[config.mk]
export PLATFORM = sky130hd
export DESIGN_NAME = control_unit
export DESIGN_NICKNAME = d
export VERILOG_FILES = /design/src/logic/ctrl_pkg.sv /design/src/logic/branch_resolver.sv /design/src/logic/byte_sequencer.sv /design/src/logic/control_unit.sv /design/src/logic/instr_decoder.sv
export SDC_FILE = /design/constraint.sdc
export NUM_CORES = 1
export LEC_CHECK = 0
export BUFFER_PORTS_ARGS = -buffer_cell sky130_fd_sc_hd__buf_2
export CORE_MARGIN = 2
export CORE_UTILIZATION = 51
export CTS_BUF_LIST = sky130_fd_sc_hd__clkbuf_8
export CTS_CLUSTER_DIAMETER = 30
export DETAILED_ROUTE_END_ITERATION = 10
export PLACE_DENSITY = 0.81
export SLEW_MARGIN = 20
export SYNTH_ARGS = -nofsm -noshare
export SYNTH_HDL_FRONTEND = slang
export SYNTH_SLANG_ARGS = --single-unit
[constraint.sdc]
create_clock -name clk -period 6.2 [get_ports clk]
set_clock_uncertainty 0.1 [all_clocks]
set_input_delay 0.93 -clock clk [delete_from_list [all_inputs] [get_ports clk]]
set_output_delay 0.93 -clock clk [all_outputs]
set_load 0.02 [all_outputs]
[src/logic/ctrl_pkg.sv]
package ctrl_pkg;

	localparam int instr_w = 8;     // Instruction byte
	localparam int alu_w   = 6;     // ALU operation code
	localparam int sel_w   = 2;     // Multi-way selects

	// Major opcodes in bits 7..4
	localparam logic [3:0] op_nop      = 4'd0;
	localparam logic [3:0] op_mov      = 4'd1;
	localparam logic [3:0] op_add      = 4'd2;
	localparam logic [3:0] op_sub      = 4'd3;
	localparam logic [3:0] op_and      = 4'd4;
	localparam logic [3:0] op_or       = 4'd5;
	localparam logic [3:0] op_shift    = 4'd6;
	localparam logic [3:0] op_stack    = 4'd7;
	localparam logic [3:0] op_unary    = 4'd8;
	localparam logic [3:0] op_jcond    = 4'd9;
	localparam logic [3:0] op_loop     = 4'd10;
	localparam logic [3:0] op_jump     = 4'd11;
	localparam logic [3:0] op_two_byte = 4'd12;
	localparam logic [3:0] op_ldi      = 4'd13;
	localparam logic [3:0] op_sti      = 4'd14;

	// Sub-functions in bits 3..2 of grouped opcodes
	localparam logic [1:0] fn_rlc  = 2'd0;
	localparam logic [1:0] fn_rrc  = 2'd1;
	localparam logic [1:0] fn_setc = 2'd2;
	localparam logic [1:0] fn_clrc = 2'd3;
	localparam logic [1:0] fn_push = 2'd0;
	localparam logic [1:0] fn_pop  = 2'd1;
	localparam logic [1:0] fn_out  = 2'd2;
	localparam logic [1:0] fn_in   = 2'd3;
	localparam logic [1:0] fn_not  = 2'd0;
	localparam logic [1:0] fn_neg  = 2'd1;
	localparam logic [1:0] fn_inc  = 2'd2;
	localparam logic [1:0] fn_dec  = 2'd3;
	localparam logic [1:0] fn_jz   = 2'd0;
	localparam logic [1:0] fn_jn   = 2'd1;
	localparam logic [1:0] fn_jc   = 2'd2;
	localparam logic [1:0] fn_jv   = 2'd3;
	localparam logic [1:0] fn_jmp  = 2'd0;
	localparam logic [1:0] fn_call = 2'd1;
	localparam logic [1:0] fn_ret  = 2'd2;
	localparam logic [1:0] fn_rti  = 2'd3;
	localparam logic [1:0] fn_ldm  = 2'd0;
	localparam logic [1:0] fn_ldd  = 2'd1;
	localparam logic [1:0] fn_std  = 2'd2;

	localparam logic [alu_w-1:0] alu_nop    = 6'd0;
	localparam logic [alu_w-1:0] alu_add    = 6'd2;
	localparam logic [alu_w-1:0] alu_sub    = 6'd3;
	localparam logic [alu_w-1:0] alu_and    = 6'd4;
	localparam logic [alu_w-1:0] alu_or     = 6'd5;
	localparam logic [alu_w-1:0] alu_setc   = 6'd8;
	localparam logic [alu_w-1:0] alu_clrc   = 6'd9;
	localparam logic [alu_w-1:0] alu_rlc    = 6'd10;
	localparam logic [alu_w-1:0] alu_rrc    = 6'd11;
	localparam logic [alu_w-1:0] alu_not    = 6'd14;
	localparam logic [alu_w-1:0] alu_neg    = 6'd15;
	localparam logic [alu_w-1:0] alu_inc    = 6'd16;
	localparam logic [alu_w-1:0] alu_dec    = 6'd17;
	localparam logic [alu_w-1:0] alu_pass_b = 6'd23;
	localparam logic [alu_w-1:0] alu_ret    = 6'd25;
	localparam logic [alu_w-1:0] alu_ldm    = 6'd27;
	localparam logic [alu_w-1:0] alu_ldd    = 6'd28;
	localparam logic [alu_w-1:0] alu_std    = 6'd29;
	localparam logic [alu_w-1:0] alu_ldi    = 6'd30;
	localparam logic [alu_w-1:0] alu_sti    = 6'd31;
	localparam logic [alu_w-1:0] alu_intr   = 6'd32;

	localparam logic [sel_w-1:0] rdata_sp    = 2'd0;   // Updated stack pointer
	localparam logic [sel_w-1:0] rdata_rb    = 2'd1;   // RD2 or input port
	localparam logic [sel_w-1:0] rdata_alu   = 2'd2;   // ALU or memory via out mux
	localparam logic [sel_w-1:0] rdata_imm   = 2'd3;   // Second instruction byte
	localparam logic [sel_w-1:0] dwd_none    = 2'd0;
	localparam logic [sel_w-1:0] dwd_rb      = 2'd1;
	localparam logic [sel_w-1:0] dwd_pc_next = 2'd2;
	localparam logic [sel_w-1:0] dwd_pc      = 2'd3;
	localparam logic [sel_w-1:0] da_ra       = 2'd0;
	localparam logic [sel_w-1:0] da_sp       = 2'd1;
	localparam logic [sel_w-1:0] da_sp_inc   = 2'd2;   // Pre-incremented SP
	localparam logic [sel_w-1:0] da_ea       = 2'd3;   // Address from second byte
	localparam logic [sel_w-1:0] wa_ra       = 2'd0;
	localparam logic [sel_w-1:0] wa_rb       = 2'd1;
	localparam logic [sel_w-1:0] wa_sp       = 2'd2;
	localparam logic [sel_w-1:0] wa_old_rb   = 2'd3;
	localparam logic [sel_w-1:0] pc_next     = 2'd0;
	localparam logic [sel_w-1:0] pc_vector   = 2'd2;   // Interrupt vector M[1]
	localparam logic [sel_w-1:0] pc_target   = 2'd3;

	// Bit positions in the flags word
	localparam logic [1:0] flag_v = 2'd0;
	localparam logic [1:0] flag_c = 2'd1;
	localparam logic [1:0] flag_n = 2'd2;
	localparam logic [1:0] flag_z = 2'd3;

	localparam logic [1:0] br_none   = 2'd0;
	localparam logic [1:0] br_always = 2'd1;
	localparam logic [1:0] br_cond   = 2'd2;
	localparam logic [1:0] br_loop   = 2'd3;   // Taken while Z is clear

	// One byte, read as registers or as a grouped sub-function
	typedef union packed {
		struct packed {
			logic [3:0] opcode;
			logic [1:0] ra;
			logic [1:0] rb;
		} reg_form;
		struct packed {
			logic [3:0] opcode;
			logic [1:0] func;
			logic [1:0] rb;
		} fn_form;
	} instr_word_u;

endpackage

[src/logic/branch_resolver.sv]
`timescale 1ns/1ns

module branch_resolver (
	input  logic                       rst,
	input  logic [3:0]                 flags,
	input  logic [1:0]                 branch_kind,
	input  logic [1:0]                 cond_sel,
	input  logic                       vector_req,
	input  logic                       is_ret,
	output logic [ctrl_pkg::sel_w-1:0] pc_sel,
	output logic                       branch_taken_e
);

	import ctrl_pkg::*;

	logic flag_hit;

	assign flag_hit = flags[cond_sel];   // Flag named by the decoder

	always_comb begin
		pc_sel         = pc_next;
		branch_taken_e = 1'b0;

		if (!rst) begin
			pc_sel = pc_next;
		end else if (vector_req) begin
			pc_sel = pc_vector;   // No taken strobe on interrupt entry
		end else begin
			case (branch_kind)
				br_always: begin
					pc_sel         = pc_target;
					branch_taken_e = !is_ret;   // Return has its own flush path
				end
				br_cond: begin
					if (flag_hit) begin
						pc_sel         = pc_target;
						branch_taken_e = 1'b1;
					end
				end
				br_loop: begin
					// Previous decrement not zero
					if (!flags[flag_z]) begin
						pc_sel         = pc_target;
						branch_taken_e = 1'b1;
					end
				end
				default: begin
					pc_sel = pc_next;
				end
			endcase
		end
	end

endmodule

[src/logic/byte_sequencer.sv]
`timescale 1ns/1ns

module byte_sequencer (
	input  logic                  clk,
	input  logic                  rst,
	input  ctrl_pkg::instr_word_u opcode,
	output ctrl_pkg::instr_word_u word,
	output logic                  second_byte,
	output logic                  is_2byte_d,
	output logic [1:0]            old_rb
);

	import ctrl_pkg::*;

	logic        second_q;   // High while the second byte is on opcode
	instr_word_u byte_q;     // First byte of a two-byte instruction

	// Stall pulse only in the first-byte state
	assign is_2byte_d = rst && !second_q &&
		(opcode.reg_form.opcode == op_two_byte);

	always_ff @(posedge clk or negedge rst) begin
		if (!rst) begin
			second_q <= 1'b0;
		end else begin
			second_q <= is_2byte_d;   // Second state lasts one cycle
		end
	end

	always_ff @(posedge clk) begin
		if (is_2byte_d) begin
			byte_q <= opcode;
		end
	end

	always_comb begin
		if (second_q) begin
			word   = byte_q;
			old_rb = byte_q.reg_form.rb;   // Destination held from first byte
		end else begin
			word   = opcode;
			old_rb = 2'b00;
		end
	end

	assign second_byte = second_q;

endmodule

[src/logic/control_unit.sv]
`timescale 1ns/1ns

module control_unit (
	input  logic                         clk,
	input  logic                         rst,
	input  logic [ctrl_pkg::instr_w-1:0] opcode,
	input  logic [3:0]                   flags,   // V, C, N, Z from bit 0
	input  logic                         intr_in,
	output logic [1:0]                   old_rb,
	output logic                         is_2byte_d,
	output logic [ctrl_pkg::sel_w-1:0]   rdata_sel,
	output logic [ctrl_pkg::sel_w-1:0]   dmem_wd_sel,
	output logic [ctrl_pkg::sel_w-1:0]   dmem_a_sel,
	output logic [ctrl_pkg::sel_w-1:0]   addr_sel,
	output logic                         out_sel,
	output logic                         wr_en_dmem,
	output logic                         rd_en,
	output logic                         wr_en_regf,
	output logic                         is_ret,
	output logic                         f_save,
	output logic                         f_restore,
	output logic                         sp_sel,
	output logic                         rd2_sel,
	output logic                         out_port_sel,
	output logic [ctrl_pkg::alu_w-1:0]   alu_control,
	output logic [ctrl_pkg::sel_w-1:0]   pc_sel,
	output logic                         branch_taken_e
);

	import ctrl_pkg::*;

	instr_word_u word;          // Byte to decode this cycle
	logic        second_byte;
	logic [1:0]  branch_kind;
	logic [1:0]  cond_sel;
	logic        vector_req;

	byte_sequencer u_seq (
		.clk         (clk),
		.rst         (rst),
		.opcode      (opcode),
		.word        (word),
		.second_byte (second_byte),
		.is_2byte_d  (is_2byte_d),
		.old_rb      (old_rb)
	);

	instr_decoder u_dec (
		.rst          (rst),
		.intr_in      (intr_in),
		.word         (word),
		.second_byte  (second_byte),
		.rdata_sel    (rdata_sel),
		.dmem_wd_sel  (dmem_wd_sel),
		.dmem_a_sel   (dmem_a_sel),
		.addr_sel     (addr_sel),
		.out_sel      (out_sel),
		.wr_en_dmem   (wr_en_dmem),
		.rd_en        (rd_en),
		.wr_en_regf   (wr_en_regf),
		.is_ret       (is_ret),
		.f_save       (f_save),
		.f_restore    (f_restore),
		.sp_sel       (sp_sel),
		.rd2_sel      (rd2_sel),
		.out_port_sel (out_port_sel),
		.alu_control  (alu_control),
		.branch_kind  (branch_kind),
		.cond_sel     (cond_sel),
		.vector_req   (vector_req)
	);

	branch_resolver u_br (
		.rst            (rst),
		.flags          (flags),
		.branch_kind    (branch_kind),
		.cond_sel       (cond_sel),
		.vector_req     (vector_req),
		.is_ret         (is_ret),
		.pc_sel         (pc_sel),
		.branch_taken_e (branch_taken_e)
	);

endmodule

[src/logic/instr_decoder.sv]
`timescale 1ns/1ns

module instr_decoder (
	input  logic                       rst,
	input  logic                       intr_in,
	input  ctrl_pkg::instr_word_u      word,
	input  logic                       second_byte,
	output logic [ctrl_pkg::sel_w-1:0] rdata_sel,
	output logic [ctrl_pkg::sel_w-1:0] dmem_wd_sel,
	output logic [ctrl_pkg::sel_w-1:0] dmem_a_sel,
	output logic [ctrl_pkg::sel_w-1:0] addr_sel,
	output logic                       out_sel,
	output logic                       wr_en_dmem,
	output logic                       rd_en,
	output logic                       wr_en_regf,
	output logic                       is_ret,
	output logic                       f_save,
	output logic                       f_restore,
	output logic                       sp_sel,
	output logic                       rd2_sel,
	output logic                       out_port_sel,
	output logic [ctrl_pkg::alu_w-1:0] alu_control,
	output logic [1:0]                 branch_kind,
	output logic [1:0]                 cond_sel,
	output logic                       vector_req
);

	import ctrl_pkg::*;

	logic [3:0] op;
	logic [1:0] fn;

	assign op = word.reg_form.opcode;
	assign fn = word.fn_form.func;   // Sub-operation of grouped opcodes

	always_comb begin
		rdata_sel    = rdata_sp;
		dmem_wd_sel  = dwd_none;
		dmem_a_sel   = da_ra;
		addr_sel     = wa_ra;
		out_sel      = 1'b0;
		wr_en_dmem   = 1'b0;
		rd_en        = 1'b0;
		wr_en_regf   = 1'b0;
		is_ret       = 1'b0;
		f_save       = 1'b0;
		f_restore    = 1'b0;
		sp_sel       = 1'b0;
		rd2_sel      = 1'b0;
		out_port_sel = 1'b0;
		alu_control  = alu_nop;
		branch_kind  = br_none;
		cond_sel     = flag_z;
		vector_req   = 1'b0;

		if (!rst) begin
			alu_control = alu_nop;   // Everything held at default
		end else if (second_byte) begin
			// Interrupt waits until the two-byte instruction is done
			addr_sel = wa_old_rb;
			case (fn)
				fn_ldm: begin
					rdata_sel   = rdata_imm;
					out_sel     = 1'b1;
					wr_en_regf  = 1'b1;
					alu_control = alu_ldm;
				end
				fn_ldd: begin
					rdata_sel   = rdata_alu;   // Memory data through out mux
					dmem_a_sel  = da_ea;
					rd_en       = 1'b1;
					wr_en_regf  = 1'b1;
					alu_control = alu_ldd;
				end
				fn_std: begin
					dmem_wd_sel = dwd_rb;
					dmem_a_sel  = da_ea;
					wr_en_dmem  = 1'b1;
					rd2_sel     = 1'b1;   // Read old rb on port 2
					alu_control = alu_std;
				end
				default: begin
					addr_sel = wa_ra;   // Unused slot behaves as NOP
				end
			endcase
		end else if (intr_in) begin
			// Push PC, save flags, fetch vector
			rdata_sel   = rdata_sp;
			dmem_wd_sel = dwd_pc;
			dmem_a_sel  = da_sp;
			addr_sel    = wa_sp;
			wr_en_dmem  = 1'b1;
			wr_en_regf  = 1'b1;
			alu_control = alu_intr;
			f_save      = 1'b1;
			vector_req  = 1'b1;
		end else begin
			case (op)
				op_mov: begin
					rdata_sel  = rdata_rb;
					wr_en_regf = 1'b1;
				end
				op_add, op_sub, op_and, op_or: begin
					out_sel    = 1'b1;
					rdata_sel  = rdata_alu;
					wr_en_regf = 1'b1;
					case (op)
						op_add:  alu_control = alu_add;
						op_sub:  alu_control = alu_sub;
						op_and:  alu_control = alu_and;
						default: alu_control = alu_or;
					endcase
				end
				op_shift: begin
					case (fn)
						fn_rlc: begin
							alu_control = alu_rlc;
							out_sel     = 1'b1;
							addr_sel    = wa_rb;
							rdata_sel   = rdata_alu;
							wr_en_regf  = 1'b1;
						end
						fn_rrc: begin
							alu_control = alu_rrc;
							out_sel     = 1'b1;
							addr_sel    = wa_rb;
							rdata_sel   = rdata_alu;
							wr_en_regf  = 1'b1;
						end
						fn_setc: alu_control = alu_setc;   // Carry only
						default: alu_control = alu_clrc;
					endcase
				end
				op_stack: begin
					case (fn)
						fn_push: begin
							dmem_wd_sel = dwd_rb;
							dmem_a_sel  = da_sp;   // Post-decrement
							wr_en_dmem  = 1'b1;
						end
						fn_pop: begin
							sp_sel     = 1'b1;
							dmem_a_sel = da_sp_inc;
							rdata_sel  = rdata_alu;
							rd_en      = 1'b1;
							wr_en_regf = 1'b1;
							addr_sel   = wa_rb;
						end
						fn_out: out_port_sel = 1'b1;
						default: begin
							rdata_sel  = rdata_rb;   // Input port value
							addr_sel   = wa_rb;
							wr_en_regf = 1'b1;
						end
					endcase
				end
				op_unary: begin
					out_sel    = 1'b1;
					addr_sel   = wa_rb;
					rdata_sel  = rdata_alu;
					wr_en_regf = 1'b1;
					case (fn)
						fn_not:  alu_control = alu_not;
						fn_neg:  alu_control = alu_neg;
						fn_inc:  alu_control = alu_inc;
						default: alu_control = alu_dec;
					endcase
				end
				op_jcond: begin
					alu_control = alu_pass_b;   // Target is R[rb]
					out_sel     = 1'b1;
					branch_kind = br_cond;
					case (fn)
						fn_jz:   cond_sel = flag_z;
						fn_jn:   cond_sel = flag_n;
						fn_jc:   cond_sel = flag_c;
						default: cond_sel = flag_v;
					endcase
				end
				op_loop: begin
					alu_control = alu_dec;   // Count down R[ra]
					out_sel     = 1'b1;
					rdata_sel   = rdata_alu;
					wr_en_regf  = 1'b1;
					branch_kind = br_loop;
				end
				op_jump: begin
					branch_kind = br_always;
					case (fn)
						fn_jmp: begin
							alu_control = alu_pass_b;
							out_sel     = 1'b1;
						end
						fn_call: begin
							alu_control = alu_pass_b;
							out_sel     = 1'b1;
							dmem_a_sel  = da_sp;
							dmem_wd_sel = dwd_pc_next;   // Return address
							addr_sel    = wa_sp;
							wr_en_dmem  = 1'b1;
							wr_en_regf  = 1'b1;
						end
						default: begin
							// RET and RTI pop PC from the stack
							alu_control = alu_ret;
							dmem_a_sel  = da_sp_inc;
							addr_sel    = wa_sp;
							rd_en       = 1'b1;
							wr_en_regf  = 1'b1;
							is_ret      = 1'b1;
							sp_sel      = 1'b1;
							f_restore   = (fn == fn_rti);
						end
					endcase
				end
				op_ldi: begin
					rdata_sel   = rdata_alu;
					dmem_a_sel  = da_ra;
					addr_sel    = wa_rb;
					rd_en       = 1'b1;
					wr_en_regf  = 1'b1;
					alu_control = alu_ldi;
				end
				op_sti: begin
					dmem_wd_sel = dwd_rb;
					dmem_a_sel  = da_ra;
					wr_en_dmem  = 1'b1;
					alu_control = alu_sti;
				end
				default: begin
					alu_control = alu_nop;   // NOP, unused and first of two bytes
				end
			endcase
		end
	end

endmodule

==> impl_metrics.ini <==
[status]
run_status = completed

[die]
die_w_microns = 54.54
rows = 18
coreArea_sq_um = 2455
initial_core_util_pct = 53.06
boundaryPins = 45
die-area_sq_um = 2974
die_h_microns = 54.54

[routing]
drt_pre_antenna_iters = 5
num_vias = 1554
drtAntennaViolNets = 0
drt-initial-drc-count = 105
via_per_inst = 6.266
wl_per_cell_microns = 15.73
drt_wl_total_mm = 3.901
drc = 0

[placement]
gp_congestion = 0.9527
place_area_sq_um = 1498
io_buffers = 44
dp_hpwl_mm = 2.873
dp_cells = 244

[pwr]
leakagePower_nw = 0.6815
irDropWorstVdd_mv = 0.1687
powerDensity_nw_per_um2 = 139.1

[grt]
met3_usage_pct = 3.279
grt.met2_usage_pct = 43.78
use_met1_pct = 38.11
grt_pass1_vias = 1315
grt_max_degree = 28
grt-busiest-layer = met2
grt_use_total_pct = 27.91
antenna_found_initial = 0
grt_overflow = 0
grt_pass1_wl_mm = 6.003

[worst_hold_path]
hold_path.class = input pin to asynchronous set/reset pin

[final_layout]
antenna_cells = 0
drive_gt1_share_pct = 27.98
layout.cells.non_filler = 248
regArea_sq_um = 265.3
nets = 241
stdcell_area_sq_um = 1543
multiInputGateArea_sq_um = 933.4
nFillCells = 242
syn_to_final_growth_pct = 18.44

[timing]
slew_headroom_pct = 28.15
slew_violations = 0
finalHoldViolCount = 0
clock.fmax_mhz = 233.4
worst_slew_pin_slew_ns = 1.048
hold-worst-slack_ns = 0.4396
setup_viol_count_final = 0
min_period_over_period_pct = 69.12
rsz0062_at_grt = no
fin_crit_ns = 4.285
setup-tns-final_ns = 0

[cts]
cts.repair.resized = 0
root_buffer = clkbuf_8
tritoncts = built
post-cts-setup-buffers = 0
cts_htree_levels = 1
clk_pin_slew_worst_paths_ns = 0.04
cts_sinks = 9
cts_buffers = 3
worstSkewPairLatency_ns = 0.23
ctsHoldBuffers = 0
clockBufferDepth = 2

[critical_path]
worst_setup_path_end_kind = output port
cp_data_arrival_time_ns = 3.26
reg2reg_depth = 4
path_delay_family = flip-flops
crit_top_cell = a21oi_1
setup.worst_path.start_class = register
path_buf_inv = 2
cp_max_fo = 27
worstPathCellList = mux2i_1 > inv_1 > ha_1 > nor2_1 > a21oi_1 > a31o_2 > a21oi_1 > buf_2
crit_path_top_delay_cell = dfrtp_1
critPathRequiredTime_ns = 5.17
crit_cells = 8
max_stage_delay_ns = 0.94
critPathKind = register to output port

[synth]
synth.area.top_cells = edfxtp_1 18%, a21oi_1 9.6%, ha_1 6.7%
synth_fp_nets = 202
yosysWarnings = 0
ys_async_sr_fraction_pct = 11.11
synth_flop_cell = edfxtp_1
yosys-top-cells-count = 25 x a21oi_1, 23 x nand2_1, 20 x nor2_1
syn_inst = 180
synth_area_per_cell_sq_um = 7.236
ys_seq_elements = 9
yosysMostFrequentCell = a21oi_1
synth_edf_count = 8
ys_types = 44
synth.top_cell.area_share_pct = 18.44
yosysSeqAreaShare_pct = 20.37
synth_largest_area_cell = edfxtp_1
netlist_area_sq_um = 1302

[job]
maxCapViolations = 0
==> through the flow <==
step,total power (W),utilization [%],setup slack [ns]
after floorplan,0.0001267,-,2.527
after CTS,0.0002149,62.84,1.980
after detailed placement,0.0001496,61.01,2.239
after global placement,0.0001494,61.01,2.232
after global routing,0.0002255,62.84,1.719
final,0.0002146,62.84,1.915
==> layout make-up <==
cell class,instances,share of cell area (%)
clock inverter,1,0.2433
multi-input combinational,151,60.50
timing repair buffer,45,14.76
sequential,9,17.19
inverter,9,2.190
tap,30,2.433
clock buffer,3,2.676
==> power breakdown <==
group / internal, W / leakage, nW / switching (W) / total (W)
registers: 0.0000671 / 0.0861 / 0.00000116 / 0.0000683
logic: 0.0000271 / 0.569 / 0.0000554 / 0.0000825
clock network: 0.0000429 / 0.0269 / 0.0000209 / 0.0000638
==> layer usage <==
layer	up-vias	wire length, microns
met5	-	0
met4	0	69
met3	8	375
met2	105	1867
met1	694	1588
li1	747	-
==> sequential cells by signal (all words and copies together) (netlist names) <==
signal / flops
u_seq.second_byte: 1
u_seq.byte_q: 8
==> cell usage in the layout (no fill, tap or decap), types with 4 or more instances in the layout <==
| master | netlist | layout |
|---|---|---|
| buf_2 | 2 | 44 |
| a21oi_1 | 25 | 25 |
| nand2_1 | 23 | 23 |
| nor2_1 | 20 | 20 |
| inv_1 | 8 | 9 |
| nor3_1 | 8 | 8 |
| o21ai_0 | 8 | 8 |
| edfxtp_1 | 8 | 8 |
| nand3_1 | 7 | 7 |
| ha_1 | 7 | 7 |
| mux2i_1 | 5 | 5 |
| mux2_2 | 5 | 5 |
| a22oi_1 | 4 | 4 |
| o22ai_1 | 4 | 4 |
==> worst register-to-register path, cell delays in order, from the launching register on <==
cell     delay, ns
dfrtp_1       0.71
inv_1         0.38
nand2_1       0.17
nor4_2        0.24
buf_4         0.22
==> final timing paths <==
kind / slack [ns] / startpoint / to
max: 1.91 / u_seq.second_byte$_DFF_PN0_ / alu_control[3]
min: 0.44 / rst / u_seq.second_byte$_DFF_PN0_
max reg2reg: 4.08 / u_seq.second_byte$_DFF_PN0_ / u_seq.byte_q[4]$_DFFE_PP_
min reg2reg: 1.67 / u_seq.second_byte$_DFF_PN0_ / u_seq.second_byte$_DFF_PN0_
max in group asynchronous: 5.39 / rst / u_seq.second_byte$_DFF_PN0_
min in group clk: 0.77 / opcode[0] / u_seq.byte_q[0]$_DFFE_PP_
==> kinds of logic after synthesis <==
logic type,after synthesis,share of synthesized area (%)
flip-flops,9,20.36
AND/OR/NAND/NOR,73,26.51
buffers and inverters,20,8.452
AO/OA/AOI/OAI,60,28.63
adder cells (fa/ha/maj),7,6.724
multiplexers,11,9.317
Note: power is estimated with default switching activity, not from simulation.
